==> config.mk <==
export PLATFORM = sky130hd
export DESIGN_NAME = gat_top_wrapper
export DESIGN_NICKNAME = d
export VERILOG_FILES = /design/src/source/gat_pkg.sv /design/src/source/feature_writer.sv /design/src/source/gat_bram.sv /design/src/source/gat_top.sv /design/src/source/gat_top_wrapper.sv /design/src/source/spmm_engine.sv /design/src/source/wh_fifo.sv
export SDC_FILE = /design/constraint.sdc
export NUM_CORES = 2
export LEC_CHECK = 0
export ABC_CLOCK_PERIOD_IN_PS = 13300
export BUFFER_PORTS_ARGS = -buffer_cell sky130_fd_sc_hd__clkbuf_2
export CAP_MARGIN = 20
export CELL_PAD_IN_SITES_DETAIL_PLACEMENT = 1
export CELL_PAD_IN_SITES_GLOBAL_PLACEMENT = 1
export CORE_MARGIN = 1
export CORE_UTILIZATION = 30
export CTS_CLUSTER_DIAMETER = 150
export DETAILED_ROUTE_END_ITERATION = 8
export GPL_TIMING_DRIVEN = 0
export HOLD_SLACK_MARGIN = 0.05
export PLACE_DENSITY = 0.47
export REMOVE_ABC_BUFFERS = 1
export SETUP_SLACK_MARGIN = 0.3
export SKIP_LAST_GASP = 1
export SYNTH_ARGS = -nofsm -noshare
export SYNTH_HDL_FRONTEND = slang
export SYNTH_SLANG_ARGS = --single-unit
==> constraint.sdc <==
create_clock -name clk -period 13.3 [get_ports clk]
set_input_delay 1.995 -clock clk [delete_from_list [all_inputs] [get_ports clk]]
set_output_delay 1.995 -clock clk [all_outputs]
set_load 0.01 [all_outputs]
==> src/source/gat_pkg.sv <==
`default_nettype none

package gat_pkg;

  // ============================================================
  // Problem size
  // ============================================================
  localparam int TOP_WIDTH         = 32;
  localparam int DATA_WIDTH        = 8;
  localparam int NUM_FEATURE_IN    = 16;
  localparam int NUM_FEATURE_OUT   = 4;
  localparam int TOTAL_NODES       = 16;
  localparam int H_NUM_SPARSE_DATA = 64;
  localparam int WH_DATA_WIDTH     = 20;
  localparam int NEW_FEATURE_WIDTH = 32;
  localparam int FIFO_DEPTH        = 4;

  // Clamp level for a feature, well inside the accumulator range
  localparam int FEATURE_MAX = 32767;

  // Derived widths
  localparam int COL_IDX_WIDTH  = $clog2(NUM_FEATURE_IN);
  localparam int ROW_LEN_WIDTH  = $clog2(NUM_FEATURE_IN + 1);
  localparam int NODE_IDX_WIDTH = $clog2(TOTAL_NODES);
  localparam int NODE_CNT_WIDTH = $clog2(TOTAL_NODES + 1);
  localparam int FEAT_IDX_WIDTH = $clog2(NUM_FEATURE_OUT);
  localparam int FIFO_PTR_WIDTH = $clog2(FIFO_DEPTH);

  // ============================================================
  // Memory depths and word address widths
  // ============================================================
  localparam int WEIGHT_DEPTH      = NUM_FEATURE_IN * NUM_FEATURE_OUT;
  localparam int NEW_FEATURE_DEPTH = TOTAL_NODES * NUM_FEATURE_OUT;

  localparam int H_DATA_ADDR_W      = $clog2(H_NUM_SPARSE_DATA);
  localparam int NODE_INFO_ADDR_W   = $clog2(TOTAL_NODES);
  localparam int WEIGHT_ADDR_W      = $clog2(WEIGHT_DEPTH);
  localparam int NEW_FEATURE_ADDR_W = $clog2(NEW_FEATURE_DEPTH);

  // ============================================================
  // Shared types
  // ============================================================
  typedef logic signed [WH_DATA_WIDTH-1:0] wh_data_t;

  // One nonzero of H, value in the upper bits
  typedef struct packed {
    logic signed [DATA_WIDTH-1:0] value;
    logic [COL_IDX_WIDTH-1:0]     col_idx;
  } h_entry_t;

  // Nonzero count of one node row
  typedef struct packed {
    logic [ROW_LEN_WIDTH-1:0] row_len;
  } node_info_t;

  // Finished WH row on its way to the feature writer
  typedef struct packed {
    logic [NODE_IDX_WIDTH-1:0]       node;
    wh_data_t [NUM_FEATURE_OUT-1:0] acc;
  } wh_row_t;

endpackage

`default_nettype wire

==> src/source/feature_writer.sv <==
`default_nettype none

module feature_writer (
  input  wire logic                                clk,
  input  wire logic                                rst_n,
  input  wire gat_pkg::wh_row_t                    head,
  input  wire logic                                empty,
  output logic                                     pop,
  input  wire logic                                producer_done,
  output logic                                     feat_wr_en,
  output logic [gat_pkg::NEW_FEATURE_ADDR_W-1:0]   feat_wr_addr,
  output logic [gat_pkg::NEW_FEATURE_WIDTH-1:0]    feat_wr_data,
  output logic [gat_pkg::NODE_CNT_WIDTH-1:0]       node_count,
  output logic                                     ready
);

  gat_pkg::wh_row_t                   row_q;
  logic                               busy;
  logic [gat_pkg::FEAT_IDX_WIDTH-1:0] f_idx;
  logic                               last_write;
  gat_pkg::wh_data_t                  elem;

  // Next row is taken in the cycle of the last write
  assign last_write = busy && (&f_idx);
  assign pop        = !empty && (!busy || last_write);

  assign feat_wr_en   = busy;
  // node * NUM_FEATURE_OUT + feature
  assign feat_wr_addr = {row_q.node, f_idx};
  assign elem         = row_q.acc[f_idx];

  // ============================================================
  // ReLU and saturation
  // ============================================================
  always_comb begin
    if (elem < 0) begin
      feat_wr_data = '0;
    end else if (elem > gat_pkg::FEATURE_MAX) begin
      feat_wr_data = gat_pkg::NEW_FEATURE_WIDTH'(gat_pkg::FEATURE_MAX);
    end else begin
      feat_wr_data = gat_pkg::NEW_FEATURE_WIDTH'(elem);
    end
  end

  always_ff @(posedge clk) begin
    if (pop) begin
      row_q <= head;
    end
  end

  always_ff @(posedge clk) begin
    if (!rst_n) begin
      busy       <= 1'b0;
      f_idx      <= '0;
      node_count <= '0;
      ready      <= 1'b0;
    end else begin
      if (pop) begin
        busy <= 1'b1;
      end else if (last_write) begin
        busy <= 1'b0;
      end
      // Returns to zero after the last feature
      if (busy) begin
        f_idx <= f_idx + 1'b1;
      end
      if (last_write) begin
        node_count <= node_count + 1'b1;
      end
      if (producer_done && empty && !busy) begin
        ready <= 1'b1;
      end
    end
  end

  // Every node has passed through engine, FIFO and writer
  assert property (@(posedge clk) disable iff (!rst_n)
    ready |-> (node_count == gat_pkg::NODE_CNT_WIDTH'(gat_pkg::TOTAL_NODES)));

endmodule

`default_nettype wire

==> src/source/gat_bram.sv <==
`default_nettype none

module gat_bram #(
  parameter int WIDTH = 8,
  parameter int DEPTH = 64
) (
  input  wire logic                     clk,
  input  wire logic                     wr_en,
  input  wire logic [$clog2(DEPTH)-1:0] wr_addr,
  input  wire logic [WIDTH-1:0]         wr_data,
  input  wire logic [$clog2(DEPTH)-1:0] rd_addr,
  output logic [WIDTH-1:0]              rd_data
);

  logic [WIDTH-1:0] mem [DEPTH];

  // Read returns old data on a same-address write
  always_ff @(posedge clk) begin
    if (wr_en) begin
      mem[wr_addr] <= wr_data;
    end
    rd_data <= mem[rd_addr];
  end

endmodule

`default_nettype wire

==> src/source/gat_top.sv <==
`default_nettype none

module gat_top (
  input  wire logic                                 clk,
  input  wire logic                                 rst_n,
  output logic                                      gat_ready,
  output logic [gat_pkg::NODE_CNT_WIDTH-1:0]        gat_debug_1,
  input  wire logic                                 h_data_bram_load_done,
  input  wire logic                                 h_node_info_bram_load_done,
  input  wire logic                                 wgt_bram_load_done,
  input  wire gat_pkg::h_entry_t                    h_data_bram_din,
  input  wire logic                                 h_data_bram_ena,
  input  wire logic                                 h_data_bram_wea,
  input  wire logic [gat_pkg::H_DATA_ADDR_W-1:0]    h_data_bram_addra,
  input  wire gat_pkg::node_info_t                  h_node_info_bram_din,
  input  wire logic                                 h_node_info_bram_ena,
  input  wire logic                                 h_node_info_bram_wea,
  input  wire logic [gat_pkg::NODE_INFO_ADDR_W-1:0] h_node_info_bram_addra,
  input  wire logic [gat_pkg::DATA_WIDTH-1:0]       wgt_bram_din,
  input  wire logic                                 wgt_bram_ena,
  input  wire logic                                 wgt_bram_wea,
  input  wire logic [gat_pkg::WEIGHT_ADDR_W-1:0]    wgt_bram_addra,
  input  wire logic [gat_pkg::NEW_FEATURE_ADDR_W-1:0] feat_bram_addrb,
  output logic [gat_pkg::NEW_FEATURE_WIDTH-1:0]     feat_bram_dout
);

  logic                                    all_loaded;
  logic                                    started;
  logic                                    start;
  logic [gat_pkg::NODE_INFO_ADDR_W-1:0]    node_info_addr;
  gat_pkg::node_info_t                     node_info;
  logic [gat_pkg::H_DATA_ADDR_W-1:0]       h_addr;
  gat_pkg::h_entry_t                       h_entry;
  logic [gat_pkg::WEIGHT_ADDR_W-1:0]       wgt_addr;
  logic signed [gat_pkg::DATA_WIDTH-1:0]   wgt_data;
  logic                                    push;
  gat_pkg::wh_row_t                        push_row;
  logic                                    full;
  logic                                    pop;
  gat_pkg::wh_row_t                        head;
  logic                                    empty;
  logic                                    producer_done;
  logic                                    feat_wr_en;
  logic [gat_pkg::NEW_FEATURE_ADDR_W-1:0]  feat_wr_addr;
  logic [gat_pkg::NEW_FEATURE_WIDTH-1:0]   feat_wr_data;

  // Start once per reset, when all three loads are done
  assign all_loaded = h_data_bram_load_done && h_node_info_bram_load_done &&
                      wgt_bram_load_done;
  assign start      = all_loaded && !started;

  always_ff @(posedge clk) begin
    if (!rst_n) begin
      started <= 1'b0;
    end else if (all_loaded) begin
      started <= 1'b1;
    end
  end

  // ============================================================
  // Memories
  // ============================================================
  gat_bram #(.WIDTH($bits(gat_pkg::h_entry_t)), .DEPTH(gat_pkg::H_NUM_SPARSE_DATA)) u_h_data (
    .clk     (clk),
    .wr_en   (h_data_bram_ena && h_data_bram_wea),
    .wr_addr (h_data_bram_addra),
    .wr_data (h_data_bram_din),
    .rd_addr (h_addr),
    .rd_data (h_entry)
  );

  gat_bram #(.WIDTH($bits(gat_pkg::node_info_t)), .DEPTH(gat_pkg::TOTAL_NODES)) u_node_info (
    .clk     (clk),
    .wr_en   (h_node_info_bram_ena && h_node_info_bram_wea),
    .wr_addr (h_node_info_bram_addra),
    .wr_data (h_node_info_bram_din),
    .rd_addr (node_info_addr),
    .rd_data (node_info)
  );

  gat_bram #(.WIDTH(gat_pkg::DATA_WIDTH), .DEPTH(gat_pkg::WEIGHT_DEPTH)) u_weight (
    .clk     (clk),
    .wr_en   (wgt_bram_ena && wgt_bram_wea),
    .wr_addr (wgt_bram_addra),
    .wr_data (wgt_bram_din),
    .rd_addr (wgt_addr),
    .rd_data (wgt_data)
  );

  gat_bram #(.WIDTH(gat_pkg::NEW_FEATURE_WIDTH), .DEPTH(gat_pkg::NEW_FEATURE_DEPTH)) u_feature (
    .clk     (clk),
    .wr_en   (feat_wr_en),
    .wr_addr (feat_wr_addr),
    .wr_data (feat_wr_data),
    .rd_addr (feat_bram_addrb),
    .rd_data (feat_bram_dout)
  );

  // ============================================================
  // Producer, buffer, consumer
  // ============================================================
  spmm_engine u_spmm_engine (
    .clk            (clk),
    .rst_n          (rst_n),
    .start          (start),
    .node_info_addr (node_info_addr),
    .node_info      (node_info),
    .h_addr         (h_addr),
    .h_entry        (h_entry),
    .wgt_addr       (wgt_addr),
    .wgt_data       (wgt_data),
    .push           (push),
    .push_row       (push_row),
    .full           (full),
    .done           (producer_done)
  );

  wh_fifo u_wh_fifo (
    .clk      (clk),
    .rst_n    (rst_n),
    .push     (push),
    .push_row (push_row),
    .full     (full),
    .pop      (pop),
    .head     (head),
    .empty    (empty)
  );

  feature_writer u_feature_writer (
    .clk           (clk),
    .rst_n         (rst_n),
    .head          (head),
    .empty         (empty),
    .pop           (pop),
    .producer_done (producer_done),
    .feat_wr_en    (feat_wr_en),
    .feat_wr_addr  (feat_wr_addr),
    .feat_wr_data  (feat_wr_data),
    .node_count    (gat_debug_1),
    .ready         (gat_ready)
  );

endmodule

`default_nettype wire

==> src/source/gat_top_wrapper.sv <==
`default_nettype none

module gat_top_wrapper (
  input  wire logic                                   clk,
  input  wire logic                                   rst_n,
  output logic                                        gat_ready,
  output logic [gat_pkg::TOP_WIDTH-1:0]               gat_debug_1,
  input  wire logic                                   h_data_bram_load_done,
  input  wire logic                                   h_node_info_bram_load_done,
  input  wire logic                                   wgt_bram_load_done,
  input  wire logic [gat_pkg::TOP_WIDTH-1:0]          h_data_bram_din,
  input  wire logic                                   h_data_bram_ena,
  input  wire logic                                   h_data_bram_wea,
  input  wire logic [gat_pkg::H_DATA_ADDR_W+1:0]      h_data_bram_addra,
  input  wire logic [gat_pkg::TOP_WIDTH-1:0]          h_node_info_bram_din,
  input  wire logic                                   h_node_info_bram_ena,
  input  wire logic                                   h_node_info_bram_wea,
  input  wire logic [gat_pkg::NODE_INFO_ADDR_W+1:0]   h_node_info_bram_addra,
  input  wire logic [gat_pkg::TOP_WIDTH-1:0]          wgt_bram_din,
  input  wire logic                                   wgt_bram_ena,
  input  wire logic                                   wgt_bram_wea,
  input  wire logic [gat_pkg::WEIGHT_ADDR_W+1:0]      wgt_bram_addra,
  input  wire logic [gat_pkg::NEW_FEATURE_ADDR_W+1:0] feat_bram_addrb,
  output logic [gat_pkg::NEW_FEATURE_WIDTH-1:0]       feat_bram_dout
);

  logic [gat_pkg::NODE_CNT_WIDTH-1:0] node_count;

  assign gat_debug_1 = gat_pkg::TOP_WIDTH'(node_count);

  // Byte addresses drop bits [1:0], data keeps the low bits only
  gat_top u_gat_top (
    .clk                        (clk),
    .rst_n                      (rst_n),
    .gat_ready                  (gat_ready),
    .gat_debug_1                (node_count),
    .h_data_bram_load_done      (h_data_bram_load_done),
    .h_node_info_bram_load_done (h_node_info_bram_load_done),
    .wgt_bram_load_done         (wgt_bram_load_done),
    .h_data_bram_din            (h_data_bram_din[$bits(gat_pkg::h_entry_t)-1:0]),
    .h_data_bram_ena            (h_data_bram_ena),
    .h_data_bram_wea            (h_data_bram_wea),
    .h_data_bram_addra          (h_data_bram_addra[gat_pkg::H_DATA_ADDR_W+1:2]),
    .h_node_info_bram_din       (h_node_info_bram_din[$bits(gat_pkg::node_info_t)-1:0]),
    .h_node_info_bram_ena       (h_node_info_bram_ena),
    .h_node_info_bram_wea       (h_node_info_bram_wea),
    .h_node_info_bram_addra     (h_node_info_bram_addra[gat_pkg::NODE_INFO_ADDR_W+1:2]),
    .wgt_bram_din               (wgt_bram_din[gat_pkg::DATA_WIDTH-1:0]),
    .wgt_bram_ena               (wgt_bram_ena),
    .wgt_bram_wea               (wgt_bram_wea),
    .wgt_bram_addra             (wgt_bram_addra[gat_pkg::WEIGHT_ADDR_W+1:2]),
    .feat_bram_addrb            (feat_bram_addrb[gat_pkg::NEW_FEATURE_ADDR_W+1:2]),
    .feat_bram_dout             (feat_bram_dout)
  );

endmodule

`default_nettype wire

==> src/source/spmm_engine.sv <==
`default_nettype none

module spmm_engine (
  input  wire logic                                  clk,
  input  wire logic                                  rst_n,
  input  wire logic                                  start,
  output logic [gat_pkg::NODE_INFO_ADDR_W-1:0]       node_info_addr,
  input  wire gat_pkg::node_info_t                   node_info,
  output logic [gat_pkg::H_DATA_ADDR_W-1:0]          h_addr,
  input  wire gat_pkg::h_entry_t                     h_entry,
  output logic [gat_pkg::WEIGHT_ADDR_W-1:0]          wgt_addr,
  input  wire logic signed [gat_pkg::DATA_WIDTH-1:0] wgt_data,
  output logic                                       push,
  output gat_pkg::wh_row_t                           push_row,
  input  wire logic                                  full,
  output logic                                       done
);

  typedef enum logic [2:0] {
    S_IDLE,
    S_INFO,
    S_LEN,
    S_HREAD,
    S_WREAD,
    S_ACC,
    S_PUSH,
    S_DONE
  } state_t;

  state_t                                          state;
  logic [gat_pkg::NODE_IDX_WIDTH-1:0]              node_idx;
  logic [gat_pkg::H_DATA_ADDR_W-1:0]               h_ptr;
  logic [gat_pkg::ROW_LEN_WIDTH-1:0]               remaining;
  logic [gat_pkg::FEAT_IDX_WIDTH-1:0]              f_idx;
  logic                                            acc_en;
  logic [gat_pkg::FEAT_IDX_WIDTH-1:0]              acc_idx;
  gat_pkg::wh_data_t [gat_pkg::NUM_FEATURE_OUT-1:0] acc;
  logic signed [2*gat_pkg::DATA_WIDTH-1:0]         product;

  assign node_info_addr = node_idx;
  assign h_addr         = h_ptr;
  // W row of the column index, one word per output feature
  assign wgt_addr       = {h_entry.col_idx, f_idx};
  assign product        = h_entry.value * wgt_data;

  assign push     = (state == S_PUSH) && !full;
  assign push_row = '{node: node_idx, acc: acc};
  assign done     = (state == S_DONE);

  // ============================================================
  // Node and entry sequencing
  // ============================================================
  always_ff @(posedge clk) begin
    if (!rst_n) begin
      state     <= S_IDLE;
      node_idx  <= '0;
      h_ptr     <= '0;
      remaining <= '0;
      f_idx     <= '0;
      acc_en    <= 1'b0;
      acc_idx   <= '0;
    end else begin
      // Weight data lags its address by one cycle
      acc_en  <= (state == S_WREAD);
      acc_idx <= f_idx;
      case (state)
        S_IDLE: begin
          if (start) begin
            state <= S_INFO;
          end
        end
        S_INFO: state <= S_LEN;
        S_LEN: begin
          remaining <= node_info.row_len;
          state     <= (node_info.row_len == '0) ? S_PUSH : S_HREAD;
        end
        S_HREAD: state <= S_WREAD;
        S_WREAD: begin
          // f_idx wraps back to zero after the last feature
          f_idx <= f_idx + 1'b1;
          if (&f_idx) begin
            state <= S_ACC;
          end
        end
        S_ACC: begin
          h_ptr     <= h_ptr + 1'b1;
          remaining <= remaining - 1'b1;
          state     <= (remaining == 1) ? S_PUSH : S_HREAD;
        end
        S_PUSH: begin
          if (!full) begin
            node_idx <= node_idx + 1'b1;
            if (node_idx == gat_pkg::NODE_IDX_WIDTH'(gat_pkg::TOTAL_NODES - 1)) begin
              state <= S_DONE;
            end else begin
              state <= S_INFO;
            end
          end
        end
        S_DONE:  state <= S_DONE;
        default: state <= S_IDLE;
      endcase
    end
  end

  // Accumulators, cleared at the start of each node
  always_ff @(posedge clk) begin
    if (state == S_INFO) begin
      acc <= '0;
    end else if (acc_en) begin
      acc[acc_idx] <= acc[acc_idx] + product;
    end
  end

  // Back-pressure from the FIFO holds the row here
  assert property (@(posedge clk) disable iff (!rst_n)
    (state == S_PUSH && full) |=> (state == S_PUSH && $stable(push_row)));

endmodule

`default_nettype wire

==> src/source/wh_fifo.sv <==
`default_nettype none

module wh_fifo (
  input  wire logic             clk,
  input  wire logic             rst_n,
  input  wire logic             push,
  input  wire gat_pkg::wh_row_t push_row,
  output logic                  full,
  input  wire logic             pop,
  output gat_pkg::wh_row_t      head,
  output logic                  empty
);

  gat_pkg::wh_row_t                   mem [gat_pkg::FIFO_DEPTH];
  logic [gat_pkg::FIFO_PTR_WIDTH-1:0] wr_ptr;
  logic [gat_pkg::FIFO_PTR_WIDTH-1:0] rd_ptr;
  logic [gat_pkg::FIFO_PTR_WIDTH:0]   count;

  assign full  = (count == gat_pkg::FIFO_DEPTH);
  assign empty = (count == 0);
  assign head  = mem[rd_ptr];

  always_ff @(posedge clk) begin
    if (push) begin
      mem[wr_ptr] <= push_row;
    end
  end

  // Pointers wrap on their own, depth is a power of two
  always_ff @(posedge clk) begin
    if (!rst_n) begin
      wr_ptr <= '0;
      rd_ptr <= '0;
      count  <= '0;
    end else begin
      if (push) begin
        wr_ptr <= wr_ptr + 1'b1;
      end
      if (pop) begin
        rd_ptr <= rd_ptr + 1'b1;
      end
      case ({push, pop})
        2'b10:   count <= count + 1'b1;
        2'b01:   count <= count - 1'b1;
        default: count <= count;
      endcase
    end
  end

  // Both neighbours must respect the levels
  assert property (@(posedge clk) disable iff (!rst_n) pop |-> !empty);
  assert property (@(posedge clk) disable iff (!rst_n) push |-> !full);

endmodule

`default_nettype wire
Yosys cells after proc, flatten, opt, wreduce, memory -nomap -nowiden. Memory sizes are Yosys's and may differ from the RTL's. A register that Yosys moved wholly into a read port is not among the register bits. Index checks and enable logic that the tools add are counted.

Memories kept: 5. Bits in registers: 120. Bits of input ports: 137. Logic and storage cells: 114. RAM bits: 3744. Output and inout bits: 65.

Memories: u_gat_top.u_feature.mem (words 64, width 32, read ports 1, clocked after memory_dff 1, wr ports 1, line gat_bram.sv:15) `logic [WIDTH-1:0] mem [DEPTH];`; u_gat_top.u_h_data.mem (words 64, width 12, read ports 1, clocked after memory_dff 1, wr ports 1, line gat_bram.sv:15); u_gat_top.u_weight.mem (words 64, width 8, read ports 1, clocked after memory_dff 1, wr ports 1, line gat_bram.sv:15); u_gat_top.u_wh_fifo.mem (words 4, width 84, read ports 1, clocked after memory_dff 1, wr ports 1, line wh_fifo.sv:14) `gat_pkg::wh_row_t mem [gat_pkg::FIFO_DEPTH];`; u_gat_top.u_node_info.mem (words 16, width 5, read ports 1, clocked after memory_dff 1, wr ports 1, line gat_bram.sv:15).

$add $sub $neg: 11. Eq/ne operators: 15. $mul: 1. Bitwise operators: 1. Order comparisons: 5. Multiplexer cells: 30. Reduce and logical (&&, ||, !) cells: 27.

Operator list (count): $bmux W20 S2 (2); $bwmux W80 (1); $mux W32 (2); $mux W20 (3); $demux W20 S2 (1); $pmux W3 S8 (1); $add A20 B16 Y20 (1); $gt A20 B16 Y1 const B (1); $lt A20 B1 Y1 const B (1); $mux W3 (6); $mul A8 B8 Y16 (1); $eq A3 B3 Y1 const B (5); $logic_and A1 B1 Y1 (12); $mux W1 (12); $pmux W5 S2 (1); $add A2 B1 Y2 const B (4); $add A6 B1 Y6 const B (1); $eq A3 B2 Y1 const B (2); $logic_not A3 Y1 (2); $lt A2 B3 Y1 const B (2); $pmux W3 S2 (1); $reduce_and A2 Y1 (3); $reduce_bool A2 Y1 (3); $add A5 B1 Y5 const B (1); 17 further kinds (21).

Depth between registers and ports, before layout.
Word-level depth: 6. Gate-level depth with buffers: 20. Gate-level depth less buffers: 18.

By module. Synthesis repeated with hierarchy kept, for this count alone.

Cells, all modules: 7355. Area, all modules: 156303.7 sq um.

Modules (own cells, without submodules): gat_bram at u_gat_top.u_feature (times used 1, cells each 3324, seq. area each 62139.6 sq um, area each 78515.3 sq um); gat_bram at u_gat_top.u_h_data (times used 1, cells each 1339, seq. area each 23302.3 sq um, area each 29851.1 sq um); gat_bram at u_gat_top.u_weight (times used 1, cells each 940, seq. area each 15534.9 sq um, area each 20166.8 sq um); wh_fifo (times used 1, cells each 484, seq. area each 10269.8 sq um, area each 12568.3 sq um); spmm_engine (times used 1, cells each 868, seq. area each 2062.0 sq um, area each 8003.9 sq um); feature_writer (times used 1, cells each 209, seq. area each 2702.6 sq um, area each 3711.1 sq um); gat_bram at u_gat_top.u_node_info (times used 1, cells each 155, seq. area each 2502.4 sq um, area each 3213.1 sq um); gat_top_wrapper (times used 1, cells each 28, seq. area each 0.0 sq um, area each 206.4 sq um); gat_top (times used 1, cells each 8, seq. area each 20.0 sq um, area each 67.6 sq um).

Worst setup path before layout. No wires, ideal clock.

Path type: register -> register. Start: register u_gat_top.u_feature_writer.f_idx[1] in the netlist's numbering. End: register u_gat_top.u_wh_fifo.count[2] in the netlist's numbering. Path slack: 6794 ps. Required time: 13229 ps. Cell stages (with the launch flop): 10. Data arrival time: 6435 ps. Period minus slack after synthesis: 6506 ps. Setup time: 71 ps. Path buffers: 0. Path through: dfxtp_1 -> ha_1 -> inv_1 -> a21oi_1 -> ha_1 -> inv_1 -> fa_1 -> xor2_1 -> or3_1 -> a21oi_1.

Longest elaborated chain between the ends: 6. Elaborated cells on any way between the ends: 8. Classes of those cells: 2 x eq/ne; 1 x mux; 5 x reduce/logical.

RTL lines: start, declared (line feature_writer.sv:19) `logic [gat_pkg::FEAT_IDX_WIDTH-1:0] f_idx;`; start signal, assigned (line feature_writer.sv:65) `f_idx <= f_idx + 1'b1;`; $reduce_and A2 Y1 * (line feature_writer.sv:24) `assign last_write = busy && (&f_idx);`; $logic_and A1 B1 Y1 * (line feature_writer.sv:24); $logic_or A1 B1 Y1 * (line feature_writer.sv:25) `assign pop = !empty && (!busy || last_write);`; $logic_and A1 B1 Y1 * (line feature_writer.sv:25); named net u_gat_top.pop (line gat_top.sv:39) `logic pop;`; $eq A2 B1 Y1 / $eq A2 B2 Y1 (equally long branches) (line wh_fifo.sv:42) `case ({push, pop})`; $pmux W3 S2 / $reduce_bool A2 Y1 (equally long branches); end signal, assigned (line wh_fifo.sv:43) `2'b10: count <= count + 1'b1;`; end signal, assigned (line wh_fifo.sv:44) `2'b01: count <= count - 1'b1;`; end signal, assigned (line wh_fifo.sv:45) `default: count <= count;`; end, declared (line wh_fifo.sv:17) `logic [gat_pkg::FIFO_PTR_WIDTH:0] count;`.

Mark *: on every way through the listed nets, which the timed path passes. The rest lies on a longest branch. A chain may end at the register's enable or synchronous reset.

Final worst setup path.
Start: register u_gat_top.u_spmm_engine.acc_idx[0] in the netlist's numbering. End: register u_gat_top.u_spmm_engine.acc (netlist bit u_gat_top.u_spmm_engine.push_row[16]).

Longest elaborated chain between the ends: 5. Elaborated cells on any way between the ends: 9. Classes of those cells: 1 x add/sub; 2 x order compare; 5 x mux; 1 x reduce/logical.

RTL lines: start, declared (line spmm_engine.sv:36) `logic [gat_pkg::FEAT_IDX_WIDTH-1:0] acc_idx;`; start signal, assigned (line spmm_engine.sv:65) `acc_idx <= f_idx;`; branches (longest 4 deep; another with $add A20 B16 Y20); $bwmux W80 * (line spmm_engine.sv:111) `acc[acc_idx] <= acc[acc_idx] + product;`; end signal, assigned by index (line spmm_engine.sv:111); end, declared (line spmm_engine.sv:37) `gat_pkg::wh_data_t [gat_pkg::NUM_FEATURE_OUT-1:0] acc;`.

Mark *: on every way between the ends. The select of a mux whose other input is x is not followed.

==> results.cfg <==
[final_layout]
finish.instance_area_sq_um = 146000
stdcell_count = 12000
final_layout_size_suffix_gt1_share_pct = 27.9
area.growth.synth_to_final_pct = 18.3
nets = 6549
utilization_pct = 35.7
fill_cells = 39700

[clock_tree]
cts.htree.levels = 5
clock_pin_slew_worst_setup_and_hold_paths_ns = 0.06
clock_tree.root_cell = sky130_fd_sc_hd__clkbuf_16
holdBufCountCts = 0
cts-root-to-sink-buffers = 4
cts.repair.resized = 0
worstSkewPairLatency_ns = 0.95
postCtsSetupRepairBufs = 0
cts-buffers-inserted = 349
cts.sinks = 3160
tritoncts = done

[die]
die-width_um = 644
ios = 202
num_rows = 235
die_height_um = 644
core-area_sq_um = 410000
die_area_sq_um = 415000
initial_utilization_pct = 30.2

[placement]
numPlacedInstances = 11400
placement.cell_area_sq_um = 135000
gp_congestion = 0.739
place.detailed.hpwl_mm = 194
detailedPlace.worstSlack_ns = 6.88
count_of_input_and_output_buffers = 82

[synthesis]
synth_area_leaders = sky130_fd_sc_hd__edfxtp_1 73%, sky130_fd_sc_hd__mux4_2 17%, sky130_fd_sc_hd__dfxtp_1 2.7%, sky130_fd_sc_hd__fa_1 1.4%, sky130_fd_sc_hd__nor2_1 0.90%
synth_most_common_cell = sky130_fd_sc_hd__edfxtp_1
seq_area_frac_synth_pct = 75.4
yosys.cell_types.count = 58
synth-warning-count = 0
synth_largest_type_area_fraction_pct = 72.8
yosysTopAreaCell = sky130_fd_sc_hd__edfxtp_1
count_of_flip_flops_with_a_built_in_enable_after_synthesis = 2996
syn_area_sq_um = 124000
synth_top_flop_cell = sky130_fd_sc_hd__edfxtp_1
postSynth.asyncResetShare_pct = 0
synth_cells = 5665
yosys-top-cells-count = 2996 x sky130_fd_sc_hd__edfxtp_1, 925 x sky130_fd_sc_hd__mux4_2, 298 x sky130_fd_sc_hd__nor2_1
seq_cells_post_synth = 3160
postSynthAreaPerCell_sq_um = 21.8

[setup_path]
critPathMaxFanout = 15
r2r_cells = 16
worst_setup_path_start_kind = flip-flop
timing.critical_path.cells = buf_12 -> mux4_2 -> inv_1 -> fa_1 -> inv_1 -> fa_1 -> fa_1 -> fa_1 -> fa_1 -> ha_1 -> a21oi_1 -> o22ai_1 -> o31ai_1 -> nand2_1 -> xnor2_1 -> a22o_1
crit_cells = 16
critPathArrivalTime_ns = 7.21
critical_path.most_common_cell = sky130_fd_sc_hd__fa_1
critical_path_required_ns = 14.14
cpPeakStageDelay_ns = 0.75
crit_family = adder cells
worst-path-buf-inv = 3
critical_path_start_end_classification = flip-flop to flip-flop
cpMaxStageDelayCell = sky130_fd_sc_hd__dfxtp_2
endpoint_kind = flip-flop

[timing]
max_freq_mhz = 157
hold_violations = 0
setup_repair_after_global_routing_missed_its_margin = false
worst_slack_ns = 6.93
drv_slew = 0
setup_violations = 0
slew_headroom_pct = 15.8
final.hold.worst_slack_ns = 0.450
final_min_period_over_clock_period_pct = 47.9
final.setup.tns_ns = 0
finalCriticalPeriod_ns = 6.37
clock_skew_ns = 0.0632
tightestPinTransition_ns = 1.26

[detailed_routing]
drcViolationCount = 0
route.final.wire_length_mm = 313
drt_pre_antenna_iters = 5
drt_iter0_markers = 3708
route.detailed.vias_per_inst = 4.71
routedWlPerCell_um = 26.0
ant_nets = 0
via_count = 56500

[grt]
grt_pass1_wl_mm = 453
grtUsageTotal_pct = 15.0
grt_pass1_vias = 62200
grt-ovfl-total = 0
grt_max_degree = 82
grt_antenna_before_repair = 9

[pwr]
pwr_density_cell_nw_per_um2 = 172
vdd.ir_drop.worst_mv = 0.115
total_power_mw = 25.2
power.static_leakage_nw = 45.2

[worst_hold_path]
class_of_the_most_critical_hold_timing_path = flip-flop to flip-flop
min_delay_path_depth = 2

[status]
outcome = finished clean

[run]
cap_viol_max_count = 0
-- cells by family after synthesis --
| kind of cell | count (synthesis) | synth area share, % |
|---|---|---|
| compound gates | 239 | 1.25 |
| xor+xnor | 38 | 0.269 |
| fa+ha+maj | 147 | 2.03 |
| buf+inv | 446 | 1.61 |
| flops | 3160 | 75.4 |
| mux | 933 | 16.9 |
| other cells | 1 | 0.00303 |
| simple gates | 701 | 2.49 |
-- final timing paths --
| kind | slack (ns) | endpoint | startpoint |
|---|---|---|---|
| worst min-delay path | 0.45 | u_gat_top.started$_SDFFE_PN0P_ | u_gat_top.started$_SDFFE_PN0P_ |
| worst max register to register | 6.93 | u_gat_top.u_spmm_engine.push_row[16]$_SDFFE_PP0P_ | u_gat_top.u_spmm_engine.acc_idx[0]$_SDFF_PN0_ |
| worst max-delay path | 6.93 | u_gat_top.u_spmm_engine.push_row[16]$_SDFFE_PP0P_ | u_gat_top.u_spmm_engine.acc_idx[0]$_SDFF_PN0_ |
| worst min register to register | 0.45 | u_gat_top.started$_SDFFE_PN0P_ | u_gat_top.started$_SDFFE_PN0P_ |
-- metal layers --
layer	global-route usage, %	vias up	part of all wire [%]
met5	0	-	0
met4	3.91	0	2.5
met3	1.80	459	3.2
met2	26.2	908	51
met1	19.7	30800	43
li1	-	24300	-
-- cell type report --
cell class / count / area (sq um) / share of cell area [%]
multi-input combinational: 2354 / 30200 / 20.6
clock inverter: 188 / 2010 / 1.38
timing repair buffer: 281 / 4180 / 2.86
clock buffer: 449 / 9330 / 6.38
sequential: 3160 / 93300 / 63.8
tap: 5451 / 6820 / 4.66
inverter: 119 / 447 / 0.305
antenna: 6 / 15.0 / 0.0103
-- where the power goes --
part	internal [mW]	switching (mW)	leakage, nW	total, mW
clock	5.70	3.98	5.53	9.68
combinational	1.25	2.40	11.6	3.65
sequential	11.7	0.172	28.1	11.8
total	18.6	6.56	45.2	25.2
-- placed cells by master (no fill, tap or decap), types with 14 or more instances in the layout --
master / n
sky130_fd_sc_hd__a21oi_1: 83
sky130_fd_sc_hd__a22oi_1: 79
sky130_fd_sc_hd__and2_1: 39
sky130_fd_sc_hd__buf_12: 74
sky130_fd_sc_hd__buf_16: 58
sky130_fd_sc_hd__buf_4: 35
sky130_fd_sc_hd__buf_6: 26
sky130_fd_sc_hd__bufinv_16: 38
sky130_fd_sc_hd__clkbuf_1: 86
sky130_fd_sc_hd__clkbuf_16: 356
sky130_fd_sc_hd__clkbuf_2: 75
sky130_fd_sc_hd__clkinv_1: 69
sky130_fd_sc_hd__clkinv_2: 55
sky130_fd_sc_hd__conb_1: 296
sky130_fd_sc_hd__dfxtp_1: 148
sky130_fd_sc_hd__edfxtp_1: 2996
sky130_fd_sc_hd__fa_1: 89
sky130_fd_sc_hd__ha_1: 58
sky130_fd_sc_hd__inv_1: 118
sky130_fd_sc_hd__mux4_2: 925
sky130_fd_sc_hd__nand2_1: 220
sky130_fd_sc_hd__nand2b_1: 14
sky130_fd_sc_hd__nand3_1: 27
sky130_fd_sc_hd__nor2_1: 206
sky130_fd_sc_hd__nor2_4: 80
sky130_fd_sc_hd__nor2b_1: 16
sky130_fd_sc_hd__nor3_1: 15
sky130_fd_sc_hd__o21ai_0: 24
sky130_fd_sc_hd__xnor2_1: 25
-- sequential cells by signal, summed over array words and instances (netlist names), 3 cells and up --
register and count:
u_gat_top.u_node_info.rd_data 5, u_gat_top.u_spmm_engine.push_row 80, u_gat_top.u_weight.rd_data 8, u_gat_top.u_feature.mem 1216, u_gat_top.u_feature.rd_data 19, u_gat_top.u_weight.mem 512, u_gat_top.u_spmm_engine.h_addr 6, u_gat_top.u_feature_writer.row_q 80
u_gat_top.u_spmm_engine.remaining 5, u_gat_top.u_wh_fifo.count 3, u_gat_top.u_h_data.rd_data 12, u_gat_top.u_feature_writer.node_count 5, u_gat_top.u_spmm_engine.node_info_addr 4, u_gat_top.u_wh_fifo.mem 336, u_gat_top.u_h_data.mem 768, u_gat_top.u_spmm_engine.state 3
u_gat_top.u_node_info.mem 80, u_gat_top.u_feature_writer.feat_wr_addr 4
-- worst min-delay path, delay by kind of cell (launching register included) --
family,cells,cell delay [ns]
compound gates,1,0.05
buf+inv,1,0.05
flops,1,0.31
No activity file was read; power rests on OpenSTA's default activity.
